`src/rv_config.svh`:
```
/*
 * Global width and reset settings for the RV32I decode/execute slice.
 * Include this file wherever XLEN or the fetch start address is needed.
 */
`ifndef RV_CONFIG_SVH
`define RV_CONFIG_SVH

// Data and address width, 64 also supported by the RTL
`define XLEN 32

// First fetch address after reset
`define RESET_PC 32'h0000_0000

`endif

```
`src/rv_isa_pkg.sv`:
```
/*
 * RISC-V base ISA encodings used by the decoder, the execute stage and
 * the testbench reference model.
 */
package rv_isa_pkg;

  // Major opcodes of the supported instruction groups
  typedef enum logic [6:0] {
    OP     = 7'b0110011,
    OP_IMM = 7'b0010011,
    LUI    = 7'b0110111,
    AUIPC  = 7'b0010111,
    JAL    = 7'b1101111,
    JALR   = 7'b1100111,
    BRANCH = 7'b1100011
  } opcode_t;

  // Low three bits follow funct3, bit 3 is the funct7[5] alternate
  typedef enum logic [3:0] {
    ADD    = 4'b0000,
    SLL    = 4'b0001,
    SLT    = 4'b0010,
    SLTU   = 4'b0011,
    XOR    = 4'b0100,
    SRL    = 4'b0101,
    OR     = 4'b0110,
    AND    = 4'b0111,
    SUB    = 4'b1000,
    SRA    = 4'b1101,
    PASS_B = 4'b1111    // LUI
  } alu_op_t;

  typedef enum logic [2:0] {
    BEQ  = 3'b000,
    BNE  = 3'b001,
    BLT  = 3'b100,
    BGE  = 3'b101,
    BLTU = 3'b110,
    BGEU = 3'b111
  } br_funct3_t;

endpackage

```
`src/rv_pipe_pkg.sv`:
```
/*
 * Pipeline-internal control encodings shared by the decode and execute
 * stages and by the testbench reference decode.
 */
package rv_pipe_pkg;

  // Source of the value written back to rd
  typedef enum logic [1:0] {
    WB_ALU = 2'b00,
    WB_PC4 = 2'b01    // Link address for JAL and JALR
  } wb_sel_t;

  // Immediate layouts of the base ISA
  typedef enum logic [2:0] {
    IMM_I = 3'd0,
    IMM_S = 3'd1,
    IMM_B = 3'd2,
    IMM_U = 3'd3,
    IMM_J = 3'd4
  } imm_fmt_t;

endpackage

```
`src/rv_decoder.sv`:
```
/*
 * Instruction decode stage. Splits the fetched word into register
 * addresses, a sign-extended immediate and the control word for ID/EX.
 */
`timescale 1ns/100ps
`include "rv_config.svh"

module rv_decoder #(
  parameter int XLEN = `XLEN
) (
  input  logic [31:0]            instr,
  input  logic [XLEN-1:0]        instr_pc,
  input  logic                   instr_valid,
  input  logic [XLEN-1:0]        rs1_rdata,
  input  logic [XLEN-1:0]        rs2_rdata,
  output logic [4:0]             rs1_addr,
  output logic [4:0]             rs2_addr,
  output logic [4:0]             rd_addr,
  output logic [XLEN-1:0]        rs1_data,
  output logic [XLEN-1:0]        rs2_data,
  output logic [XLEN-1:0]        imm,
  output rv_isa_pkg::alu_op_t    alu_op,
  output logic                   alu_src,     // 1 selects imm as operand B
  output logic                   branch,
  output logic                   jump,
  output logic                   jalr,
  output logic                   reg_write,
  output rv_pipe_pkg::wb_sel_t   wb_sel,
  output logic                   illegal,
  output logic                   valid,
  output logic [XLEN-1:0]        pc
);

  rv_isa_pkg::opcode_t   opcode;
  rv_pipe_pkg::imm_fmt_t imm_fmt;
  logic [2:0]            funct3;
  logic                  alt_op;
  logic                  uses_rs1;
  logic                  uses_rs2;
  logic                  writes_rd;
  logic                  known;

  assign opcode = rv_isa_pkg::opcode_t'(instr[6:0]);
  assign funct3 = instr[14:12];
  assign alt_op = instr[30];

  // Unused source fields read as x0 so no false forwarding match occurs
  assign rs1_addr = uses_rs1 ? instr[19:15] : 5'd0;
  assign rs2_addr = uses_rs2 ? instr[24:20] : 5'd0;
  assign rd_addr  = instr[11:7];
  assign rs1_data = rs1_rdata;
  assign rs2_data = rs2_rdata;
  assign pc       = instr_pc;
  assign valid    = instr_valid;

  assign illegal   = instr_valid && !known;
  assign reg_write = instr_valid && writes_rd && (rd_addr != 5'd0);  // x0 writes dropped

  always_comb begin
    known     = 1'b1;
    uses_rs1  = 1'b0;
    uses_rs2  = 1'b0;
    writes_rd = 1'b0;
    alu_op    = rv_isa_pkg::ADD;
    alu_src   = 1'b0;
    branch    = 1'b0;
    jump      = 1'b0;
    jalr      = 1'b0;
    wb_sel    = rv_pipe_pkg::WB_ALU;
    imm_fmt   = rv_pipe_pkg::IMM_I;
    case (opcode)
      rv_isa_pkg::OP: begin
        uses_rs1  = 1'b1;
        uses_rs2  = 1'b1;
        writes_rd = 1'b1;
        // funct7[5] only matters for SUB and SRA
        alu_op = rv_isa_pkg::alu_op_t'({alt_op && (funct3 == 3'b000 || funct3 == 3'b101),
                                        funct3});
      end
      rv_isa_pkg::OP_IMM: begin
        uses_rs1  = 1'b1;
        writes_rd = 1'b1;
        alu_src   = 1'b1;
        alu_op    = rv_isa_pkg::alu_op_t'({alt_op && (funct3 == 3'b101), funct3});  // SRAI
      end
      rv_isa_pkg::LUI: begin
        writes_rd = 1'b1;
        alu_src   = 1'b1;
        alu_op    = rv_isa_pkg::PASS_B;
        imm_fmt   = rv_pipe_pkg::IMM_U;
      end
      rv_isa_pkg::AUIPC: begin
        writes_rd = 1'b1;
        alu_src   = 1'b1;       // PC on operand A in execute
        imm_fmt   = rv_pipe_pkg::IMM_U;
      end
      rv_isa_pkg::JAL: begin
        writes_rd = 1'b1;
        jump      = 1'b1;
        wb_sel    = rv_pipe_pkg::WB_PC4;
        imm_fmt   = rv_pipe_pkg::IMM_J;
      end
      rv_isa_pkg::JALR: begin
        uses_rs1  = 1'b1;
        writes_rd = 1'b1;
        jump      = 1'b1;
        jalr      = 1'b1;
        wb_sel    = rv_pipe_pkg::WB_PC4;
      end
      rv_isa_pkg::BRANCH: begin
        uses_rs1 = 1'b1;
        uses_rs2 = 1'b1;
        branch   = 1'b1;
        imm_fmt  = rv_pipe_pkg::IMM_B;
      end
      default: known = 1'b0;
    endcase
  end

  // Sign extension through the signed size cast
  always_comb begin
    case (imm_fmt)
      rv_pipe_pkg::IMM_S: imm = XLEN'($signed({instr[31:25], instr[11:7]}));
      rv_pipe_pkg::IMM_B: imm = XLEN'($signed({instr[31], instr[7], instr[30:25],
                                                instr[11:8], 1'b0}));
      rv_pipe_pkg::IMM_U: imm = XLEN'($signed({instr[31:12], 12'b0}));
      rv_pipe_pkg::IMM_J: imm = XLEN'($signed({instr[31], instr[19:12], instr[20],
                                                instr[30:21], 1'b0}));
      default:            imm = XLEN'($signed(instr[31:20]));
    endcase
  end

endmodule

```
`src/rv_regfile.sv`:
```
/*
 * Integer register file, 32 entries, two combinational read ports and one
 * write port. Same-cycle writes are bypassed to the read ports.
 */
`timescale 1ns/100ps
`include "rv_config.svh"

module rv_regfile #(
  parameter int XLEN = `XLEN
) (
  input  logic            clk,
  input  logic            reset_n,
  input  logic [4:0]      rs1_addr,
  input  logic [4:0]      rs2_addr,
  input  logic            we,
  input  logic [4:0]      rd_addr,
  input  logic [XLEN-1:0] rd_wdata,
  output logic [XLEN-1:0] rs1_rdata,
  output logic [XLEN-1:0] rs2_rdata
);

  logic [XLEN-1:0] regs [0:31];

  always_ff @(posedge clk or negedge reset_n) begin
    if (!reset_n) begin
      for (int i = 0; i < 32; i++) begin
        regs[i] <= '0;
      end
    end else if (we && rd_addr != 5'd0) begin   // x0 never written
      regs[rd_addr] <= rd_wdata;
    end
  end

  always_comb begin
    if (rs1_addr == 5'd0)
      rs1_rdata = '0;
    else if (we && rs1_addr == rd_addr)
      rs1_rdata = rd_wdata;     // Write-through
    else
      rs1_rdata = regs[rs1_addr];
  end

  always_comb begin
    if (rs2_addr == 5'd0)
      rs2_rdata = '0;
    else if (we && rs2_addr == rd_addr)
      rs2_rdata = rd_wdata;     // Write-through
    else
      rs2_rdata = regs[rs2_addr];
  end

endmodule

```
`src/idex_register.sv`:
```
/*
 * ID/EX pipeline register. Latches the decoded control word every cycle;
 * a flush turns the incoming instruction into a bubble.
 */
`timescale 1ns/100ps
`include "rv_config.svh"

module idex_register #(
  parameter int XLEN = `XLEN
) (
  input  logic                 clk,
  input  logic                 reset_n,
  input  logic                 flush,          // Wrong-path kill from execute
  input  logic [XLEN-1:0]      pc,
  input  logic [XLEN-1:0]      rs1_data,
  input  logic [XLEN-1:0]      rs2_data,
  input  logic [4:0]           rs1_addr,
  input  logic [4:0]           rs2_addr,
  input  logic [4:0]           rd_addr,
  input  logic [XLEN-1:0]      imm,
  input  rv_isa_pkg::alu_op_t  alu_op,
  input  logic                 alu_src,
  input  logic                 branch,
  input  logic                 jump,
  input  logic                 jalr,
  input  logic                 reg_write,
  input  rv_pipe_pkg::wb_sel_t wb_sel,
  input  logic                 valid,
  input  logic                 illegal,
  input  logic [31:0]          instruction,
  output logic [XLEN-1:0]      pc_out,
  output logic [XLEN-1:0]      rs1_data_out,
  output logic [XLEN-1:0]      rs2_data_out,
  output logic [4:0]           rs1_addr_out,
  output logic [4:0]           rs2_addr_out,
  output logic [4:0]           rd_addr_out,
  output logic [XLEN-1:0]      imm_out,
  output rv_isa_pkg::alu_op_t  alu_op_out,
  output logic                 alu_src_out,
  output logic                 branch_out,
  output logic                 jump_out,
  output logic                 jalr_out,
  output logic                 reg_write_out,
  output rv_pipe_pkg::wb_sel_t wb_sel_out,
  output logic                 valid_out,
  output logic                 illegal_out,
  output logic [31:0]          instruction_out
);

  always_ff @(posedge clk or negedge reset_n) begin
    if (!reset_n) begin
      pc_out          <= '0;
      rs1_data_out    <= '0;
      rs2_data_out    <= '0;
      rs1_addr_out    <= 5'd0;
      rs2_addr_out    <= 5'd0;
      rd_addr_out     <= 5'd0;
      imm_out         <= '0;
      alu_op_out      <= rv_isa_pkg::ADD;
      alu_src_out     <= 1'b0;
      branch_out      <= 1'b0;
      jump_out        <= 1'b0;
      jalr_out        <= 1'b0;
      reg_write_out   <= 1'b0;
      wb_sel_out      <= rv_pipe_pkg::WB_ALU;
      valid_out       <= 1'b0;
      illegal_out     <= 1'b0;
      instruction_out <= 32'd0;
    end else begin
      pc_out       <= pc;           // Data kept through a flush
      rs1_data_out <= rs1_data;
      rs2_data_out <= rs2_data;
      if (flush) begin
        rs1_addr_out    <= 5'd0;
        rs2_addr_out    <= 5'd0;
        rd_addr_out     <= 5'd0;
        imm_out         <= '0;
        alu_op_out      <= rv_isa_pkg::ADD;
        alu_src_out     <= 1'b0;
        branch_out      <= 1'b0;
        jump_out        <= 1'b0;
        jalr_out        <= 1'b0;
        reg_write_out   <= 1'b0;    // Bubble retires nothing
        wb_sel_out      <= rv_pipe_pkg::WB_ALU;
        valid_out       <= 1'b0;
        illegal_out     <= 1'b0;    // No trap from a wrong-path word
        instruction_out <= 32'd0;
      end else begin
        rs1_addr_out    <= rs1_addr;
        rs2_addr_out    <= rs2_addr;
        rd_addr_out     <= rd_addr;
        imm_out         <= imm;
        alu_op_out      <= alu_op;
        alu_src_out     <= alu_src;
        branch_out      <= branch;
        jump_out        <= jump;
        jalr_out        <= jalr;
        reg_write_out   <= reg_write;
        wb_sel_out      <= wb_sel;
        valid_out       <= valid;
        illegal_out     <= illegal;
        instruction_out <= instruction;
      end
    end
  end

endmodule

```
`src/rv_execute.sv`:
```
/*
 * Execute stage. Forwards from the EX/WB register, runs the ALU and the
 * branch compare, raises redirects and traps, and holds the result for
 * write-back into the register file.
 */
`timescale 1ns/100ps
`include "rv_config.svh"

module rv_execute #(
  parameter int XLEN = `XLEN
) (
  input  logic                 clk,
  input  logic                 reset_n,
  input  logic [XLEN-1:0]      pc,
  input  logic [XLEN-1:0]      rs1_data,
  input  logic [XLEN-1:0]      rs2_data,
  input  logic [4:0]           rs1_addr,
  input  logic [4:0]           rs2_addr,
  input  logic [4:0]           rd_addr,
  input  logic [XLEN-1:0]      imm,
  input  rv_isa_pkg::alu_op_t  alu_op,
  input  logic                 alu_src,
  input  logic                 branch,
  input  logic                 jump,
  input  logic                 jalr,
  input  logic                 reg_write,
  input  rv_pipe_pkg::wb_sel_t wb_sel,
  input  logic                 valid,
  input  logic                 illegal,
  input  logic [31:0]          instruction,
  output logic                 flush,
  output logic                 redirect_valid,
  output logic [XLEN-1:0]      redirect_pc,
  output logic                 trap_valid,
  output logic [XLEN-1:0]      trap_pc,
  output logic                 wb_valid,
  output logic [4:0]           wb_rd,
  output logic [XLEN-1:0]      wb_data
);

  localparam int SHW = $clog2(XLEN);

  logic [XLEN-1:0] rs1_val;
  logic [XLEN-1:0] rs2_val;
  logic [XLEN-1:0] alu_a;
  logic [XLEN-1:0] alu_b;
  logic [XLEN-1:0] alu_y;
  logic [XLEN-1:0] jalr_sum;
  logic [SHW-1:0]  shamt;
  logic            cond;

  // EX/WB forwarding for the directly preceding instruction
  assign rs1_val = (wb_valid && wb_rd != 5'd0 && wb_rd == rs1_addr) ? wb_data : rs1_data;
  assign rs2_val = (wb_valid && wb_rd != 5'd0 && wb_rd == rs2_addr) ? wb_data : rs2_data;

  assign alu_a = (instruction[6:0] == rv_isa_pkg::AUIPC) ? pc : rs1_val;
  assign alu_b = alu_src ? imm : rs2_val;
  assign shamt = alu_b[SHW-1:0];

  always_comb begin
    case (alu_op)
      rv_isa_pkg::SUB:  alu_y = alu_a - alu_b;
      rv_isa_pkg::SLL:  alu_y = alu_a << shamt;
      rv_isa_pkg::SLT:  alu_y = XLEN'($signed(alu_a) < $signed(alu_b));
      rv_isa_pkg::SLTU: alu_y = XLEN'(alu_a < alu_b);
      rv_isa_pkg::XOR:  alu_y = alu_a ^ alu_b;
      rv_isa_pkg::SRL:  alu_y = alu_a >> shamt;
      rv_isa_pkg::SRA:  alu_y = $signed(alu_a) >>> shamt;
      rv_isa_pkg::OR:   alu_y = alu_a | alu_b;
      rv_isa_pkg::AND:  alu_y = alu_a & alu_b;
      rv_isa_pkg::PASS_B: alu_y = alu_b;
      default:          alu_y = alu_a + alu_b;
    endcase
  end

  always_comb begin
    case (rv_isa_pkg::br_funct3_t'(instruction[14:12]))
      rv_isa_pkg::BEQ:  cond = (rs1_val == rs2_val);
      rv_isa_pkg::BNE:  cond = (rs1_val != rs2_val);
      rv_isa_pkg::BLT:  cond = ($signed(rs1_val) < $signed(rs2_val));
      rv_isa_pkg::BGE:  cond = ($signed(rs1_val) >= $signed(rs2_val));
      rv_isa_pkg::BLTU: cond = (rs1_val < rs2_val);
      rv_isa_pkg::BGEU: cond = (rs1_val >= rs2_val);
      default:          cond = 1'b0;
    endcase
  end

  assign jalr_sum       = rs1_val + imm;
  assign redirect_valid = valid && !illegal && (jump || (branch && cond));
  assign redirect_pc    = jalr ? {jalr_sum[XLEN-1:1], 1'b0} : pc + imm;
  assign flush          = redirect_valid;     // Kill the wrong-path fetch

  assign trap_valid = valid && illegal;
  assign trap_pc    = pc;

  always_ff @(posedge clk or negedge reset_n) begin
    if (!reset_n) begin
      wb_valid <= 1'b0;
      wb_rd    <= 5'd0;
    end else begin
      wb_valid <= valid && reg_write && !illegal;
      wb_rd    <= rd_addr;
    end
  end

  always_ff @(posedge clk) begin
    wb_data <= (wb_sel == rv_pipe_pkg::WB_PC4) ? pc + XLEN'(4) : alu_y;  // Link or ALU
  end

endmodule

```
`src/rv_id_ex_core.sv`:
```
/*
 * Decode/execute slice top level. Connects decoder, register file, ID/EX
 * register and execute stage; the fetch side is driven externally.
 */
`timescale 1ns/100ps
`include "rv_config.svh"

module rv_id_ex_core #(
  parameter int XLEN = `XLEN
) (
  input  logic            clk,
  input  logic            reset_n,
  input  logic [31:0]     instr,
  input  logic [XLEN-1:0] instr_pc,
  input  logic            instr_valid,
  output logic            wb_valid,
  output logic [4:0]      wb_rd,
  output logic [XLEN-1:0] wb_data,
  output logic            redirect_valid,
  output logic [XLEN-1:0] redirect_pc,
  output logic            trap_valid,
  output logic [XLEN-1:0] trap_pc
);

  // Decode side of ID/EX
  logic [XLEN-1:0]      pc, rs1_data, rs2_data, imm, rs1_rdata, rs2_rdata;
  logic [4:0]           rs1_addr, rs2_addr, rd_addr;
  rv_isa_pkg::alu_op_t  alu_op;
  rv_pipe_pkg::wb_sel_t wb_sel;
  logic                 alu_src, branch, jump, jalr, reg_write, valid, illegal;

  // Execute side of ID/EX
  logic [XLEN-1:0]      pc_out, rs1_data_out, rs2_data_out, imm_out;
  logic [4:0]           rs1_addr_out, rs2_addr_out, rd_addr_out;
  rv_isa_pkg::alu_op_t  alu_op_out;
  rv_pipe_pkg::wb_sel_t wb_sel_out;
  logic                 alu_src_out, branch_out, jump_out, jalr_out;
  logic                 reg_write_out, valid_out, illegal_out;
  logic [31:0]          instruction_out;
  logic                 flush;

  rv_decoder #(.XLEN(XLEN)) rv_decoder_inst (.*);

  rv_regfile #(.XLEN(XLEN)) rv_regfile_inst (
    .clk,
    .reset_n,
    .rs1_addr,
    .rs2_addr,
    .we        (wb_valid),
    .rd_addr   (wb_rd),
    .rd_wdata  (wb_data),
    .rs1_rdata,
    .rs2_rdata
  );

  rv_execute #(.XLEN(XLEN)) rv_execute_inst (
    .clk,
    .reset_n,
    .pc          (pc_out),
    .rs1_data    (rs1_data_out),
    .rs2_data    (rs2_data_out),
    .rs1_addr    (rs1_addr_out),
    .rs2_addr    (rs2_addr_out),
    .rd_addr     (rd_addr_out),
    .imm         (imm_out),
    .alu_op      (alu_op_out),
    .alu_src     (alu_src_out),
    .branch      (branch_out),
    .jump        (jump_out),
    .jalr        (jalr_out),
    .reg_write   (reg_write_out),
    .wb_sel      (wb_sel_out),
    .valid       (valid_out),
    .illegal     (illegal_out),
    .instruction (instruction_out),
    .flush,
    .redirect_valid,
    .redirect_pc,
    .trap_valid,
    .trap_pc,
    .wb_valid,
    .wb_rd,
    .wb_data
  );

  // Remaining ports match the wire names above
  idex_register #(.XLEN(XLEN)) idex_register_inst (
    .instruction (instr),
    .*
  );

endmodule

```
`config.mk`:
```
export PLATFORM = sky130hd
export DESIGN_NAME = rv_id_ex_core
export DESIGN_NICKNAME = d
export VERILOG_FILES = /design/src/rv_isa_pkg.sv /design/src/rv_pipe_pkg.sv /design/src/rv_decoder.sv /design/src/rv_regfile.sv /design/src/idex_register.sv /design/src/rv_execute.sv /design/src/rv_id_ex_core.sv
export VERILOG_INCLUDE_DIRS = /design/src
export SDC_FILE = /design/constraint.sdc
export NUM_CORES = 2
export LEC_CHECK = 0
export BUFFER_PORTS_ARGS = -buffer_cell sky130_fd_sc_hd__buf_2
export CORE_UTILIZATION = 64
export DETAILED_ROUTE_END_ITERATION = 12
export PLACE_DENSITY = 0.89
export SYNTH_ARGS = -nofsm -noshare
export SYNTH_HDL_FRONTEND = slang
export SYNTH_SLANG_ARGS = --single-unit
export TNS_END_PERCENT = 20
```
`constraint.sdc`:
```
create_clock -name clk -period 7.9 [get_ports clk]
set_input_delay 0 -clock clk [delete_from_list [all_inputs] [get_ports clk]]
set_output_delay 0 -clock clk [all_outputs]
set_load 0.02 [all_outputs]
```
==> metrics.txt, run 1 <==
outcome=stopped before the end; failing step=global routing; Halt Reason=[ERROR GRT-0232] Routing congestion too high. Check the congestion heatmap in the GUI.; top cells by area, synth=dfrtp_1 (39%), mux2_2 (15%), mux2i_1 (8.3%); EDFF count, synth=0; Synth Flop Type=dfrtp_1; Mapped Area=76600 sq um; die width=348 microns; largest net degree at the start of global routing=between 150 and 200; setup repair bufs after CTS=0; Starting Density=64.7%; DP HPWL=219 mm; Seq/Total Area, Yosys=39.8%; CTS sink cnt=1226; RD Place Congestion=roughly 1.1; initial antenna violation count=56; post-synthesis cell count=7766; IO buf count=170; Yosys cell types=88; Vert. Die Dim=roughly 350 microns; Net Count, Synth=8028; gr ovfl total=27; H-tree Lvls=3; most frequent cell after synthesis=dfrtp_1; YS warnings=0; row count=126; GRT Util Overall=75.5%; top cell type's share of synthesized area=a little under 40%; Synth top cells by count=dfrtp_1 (1194), mux2_2 (1008), nand2_1 (747); FF+latch count, synth=1226; I/O pin count=171; CTS root buffer=clkbuf_16; area leader, netlist=dfrtp_1; Clock Tree Buf Depth=3; clock buffer count from CTS=121; Avg Cell Area, Syn=9.86 sq um; Synth async-reset ratio=97.4%
==> metrics by stage <==
step	setup slack (ns)	area, sq um	util (%)	instances
global placement	1.36	78400	66.2	8927
detailed placement	1.36	78400	66.2	8927
floorplan	1.97	76600	-	7766
CTS	0.594	83800	70.8	9268
==> cell families after synthesis <==
group,count (synthesis),share of synthesized area (%)
AO/OA/AOI/OAI,1949,17.9
XOR/XNOR,131,1.50
adder cells (fa/ha/maj),195,3.22
buffers and inverters,910,4.62
flip-flops,1226,39.8
multiplexers,1647,23.2
AND/OR/NAND/NOR,1708,9.69
==> per-layer routing <==
layer | global-route usage, % | GRT overflow
met5 | 43.5 | 0
met4 | 71.7 | 16
met3 | 61.5 | 3
met2 | 90.0 | 5
met1 | 76.6 | 3
==> repair_timing <==
item / 4_1_cts
resized for setup: 0
hold endpoints to repair: 167
hold buffers: 115
==> run 2: changes to the inputs <==
--- a/config.mk
+++ b/config.mk
@@ -7,9 +7,9 @@
 export NUM_CORES = 2
 export LEC_CHECK = 0
 export BUFFER_PORTS_ARGS = -buffer_cell sky130_fd_sc_hd__buf_2
-export CORE_UTILIZATION = 64
+export CORE_UTILIZATION = 40
 export DETAILED_ROUTE_END_ITERATION = 12
-export PLACE_DENSITY = 0.89
+export PLACE_DENSITY_LB_ADDON = 0.15
 export SYNTH_ARGS = -nofsm -noshare
 export SYNTH_HDL_FRONTEND = slang
 export SYNTH_SLANG_ARGS = --single-unit
==> run 2 against run 1 <==
  * Synthesized cell count stayed put
  * The run now ends clean
  * Area after synthesis is the same
==> metrics.txt, run 2 <==
outcome=complete, no violations; unrepaired setup endpoints after global routing=false; CTS root buffer=clkbuf_16; Internal=10600 uW; GRT Util Overall=35.0%; Layout fillers=17938; Comb power frac=9.3%; WP data required=8.51 ns; CP Capture Type=flip-flop; Hold Crit Depth=4; pwr dens=~170 nW/um^2; post-placement setup slack=0.112 ns (-1.25 ns); Max Cap Viol=0; WHS Endpoint=idex_register_inst.imm_out[12]; Seq/Total Area, Yosys=39.8% (unchanged); Die ar.=around 190000 sq um; max-slew violations=0; Synth async-reset ratio=97.4% (unchanged); DP HPWL=219 mm (+0.28%); Clk Latency, worst-skew pair=approximately 0.84 ns; Area Overhead vs Synth=12.5%; CTS tree=built; die width=440 microns (+26%); Max Clk Rate=0.132 GHz; Initial DRC Count=approximately 7700; post-synthesis cell count=7766 (unchanged); largest register by flop count=rv_regfile_inst.regs; multiplexer share of the synthesized area=23.2% (unchanged); FF+latch count, synth=1226 (unchanged); most frequent cell after synthesis=dfrtp_1; Tcrit/Tclk final=95.7%; routed vias=68054; clock power share=46.9%; largest net degree at the start of global routing=170; EDFF count, synth=0 (unchanged); drt drc=0; area leader, netlist=dfrtp_1; largest family of logic cells by synthesized area=multiplexers; final setup vio count=0; Leakage Power=~0.039 uW; slew of the pin with the lowest slew margin=1.28 ns; clock buffer count from CTS=148 (+22%); min cycle time layout=roughly 7.6 ns; final hold violation count=0; H-tree Lvls=4 (+1); footprint of the multi-input gates=roughly 43000 sq um; Min-Delay Startpoint=instr[12]; simple-gate share of the synthesized area=9.69% (unchanged); Core Region=~190000 sq um; final worst slack=~0.34 ns; I/O pin count=171 (unchanged); Switching Fraction=~28%; FF-to-FF Start=rv_execute_inst.wb_rd[4]; Seq pwr share=43.9%; Net Sw Power=4030 uW; CP Launch Type=flip-flop; initial antenna violation count=14; most frequent cells in the layout=dfrtp_1 (1193), mux2_2 (1008), nand2_1 (724), mux2i_1 (635), a221oi_1 (522); CTS clk-pin slew, worst paths=0.06 ns; R2R cell count=18; Sequential Area=30500 sq um; post-DR wirelength/cell=33.7 microns; Starting Density=40.3% (-24 points); CTS sink cnt=1226 (unchanged); RD Place Congestion=1.03 (-2.7%); Clock Tree Buf Depth=3 (unchanged); adder-cell share of the synthesized area=3.22% (unchanged); post-synthesis compound-gate area fraction=17.9% (unchanged); reg2reg end=idex_register_inst.alu_src_out; Mapped Area=76600 sq um (unchanged); setup total negative slack=0 ns; post-route ant nets=0; top cells by area, synth=dfrtp_1 (39%), mux2_2 (15%), mux2i_1 (8.3%); CP max FO=37; first-pass GRT wire length=492 mm; HP Class=in2reg; layout cells sized above 1=22.3%; top cell type's share of synthesized area=39.0% (unchanged); max FFs per register=1024; most common cell after layout, fill and taps aside=dfrtp_1; drt via density=around 6.6; Final Skew=approximately 0.047 ns; xor/xnor share of the synthesized area=1.50% (unchanged); Worst IR Drop VDD=0.231 mV; gr ovfl total=0; Rel. slew slack=~14%; nets=approximately 7900; IO buf count=170 (unchanged); Synth top cells by count=dfrtp_1 (1194), mux2_2 (1008), nand2_1 (747); Synth Flop Type=dfrtp_1; R2R setup slack=0.34 ns; Vert. Die Dim=440 microns (+26%); Yosys cell types=88 (unchanged); wirelength, routed=between 300 and 400 mm; TritonRoute pass-1 iters=6; Avg Cell Area, Syn=9.86 sq um (unchanged); critical path class=reg2reg; row count=160 (+27%); Net Count, Synth=8028 (unchanged); YS warnings=0 (unchanged); CP arrival=8.17 ns; number of global-route vias before repair=66224
[run 2: cell counts after synthesis]
No cell type changed its count.
[run 2: metrics by stage]
stage / area [sq um] / instances / utilization [%] / power (uW) / hold slack, ns
finish: 86200 / 10278 / 45.3 / 14600 / 0.0506
floorplan: 76600 / 7766 / - / 7160 / -0.296
detailed placement: 79900 / 9876 / 42.0 / 7800 / 0.0621
global route: 86100 / 10273 / 45.3 / 15100 / 0.0432
global placement: 79900 / 9876 / 42.0 / 7800 / 0.0410
CTS: 86100 / 10273 / 45.3 / 14700 / 0.00299
[run 2: worst max-delay path by stage]
stage / to / from / slack (ns)
detailed placement: idex_register_inst.alu_src_out / rv_execute_inst.wb_rd[4] / 0.11
floorplan: rv_execute_inst.wb_data[28] / rv_execute_inst.wb_rd[1] / 1.97
CTS: idex_register_inst.alu_src_out / rv_execute_inst.wb_rd[4] / 0.06
finish: idex_register_inst.alu_src_out / rv_execute_inst.wb_rd[4] / 0.34
global placement: idex_register_inst.alu_src_out / rv_execute_inst.wb_rd[4] / 0.14
global route: idex_register_inst.alu_src_out / rv_execute_inst.wb_rd[3] / 0.24
[run 2: power by group through the flow]
stage               Sequential, uW  Clock, uW  Combinational [uW]
detailed placement            6530          0                1270
global route                  6420       7210                1430
global placement              6530          0                1270
floorplan                     6490          0                 672
finish                        6420       6860                1360
CTS                           6420       6980                1330
[run 2: repair_timing]
item                       in CTS  in global routing
setup buffers                   0                  0
hold endpoints to repair      598                  0
gates resized for setup         0                  1
hold buffers                  139                  0
setup endpoints to repair       0                  2
[run 2: cell families (layout without fill, tap and decap cells)]
kind of cell    count (synthesis)  count (layout)
xor+xnor                      131             131
other cells                     0               5
buf+inv                       910             906
simple gates                 1708            1708
flops                        1226            1226
fa+ha+maj                     195             195
mux                          1647            1647
compound gates               1949            1949
[run 2: worst max-delay path, stage by stage, from the launching register on]
cell and delay, ns:
dfrtp_1 0.72, xnor2_1 0.20, nand4_1 0.38, nor2_4 0.36, buf_4 0.57, mux2i_1 0.61, ha_1 0.26, nand4_1 0.18
nor4_2 0.78, inv_1 0.10, nor3_1 0.43, nand2_1 0.37, xnor2_1 0.24, o31ai_1 0.08, o21ai_0 0.22, o31ai_1 0.10
mux2_2 0.57, buf_4 0.30, nor3b_1 0.81
[run 2: layout make-up]
class	count	share of cell area [%]
Antenna cell	5	0.0145
Clock buffer	220	5.02
Clock inverter	38	0.548
Inverter	114	0.508
Multi-Input combinational cell	5630	49.8
Sequential cell	1226	35.4
Tap cell	2511	3.65
Timing Repair Buffer	534	5.01
[run 2: routing by layer]
layer  track usage [%]  up-vias  share of wire (%)
met5                 0        -             0.0058
met4              18.8        2                6.1
met3              7.79      944                8.7
met2              53.8     3695                 44
met1              45.7    34632                 41
li1                  -    28781                  -
Power figures use the tool's default switching activity.
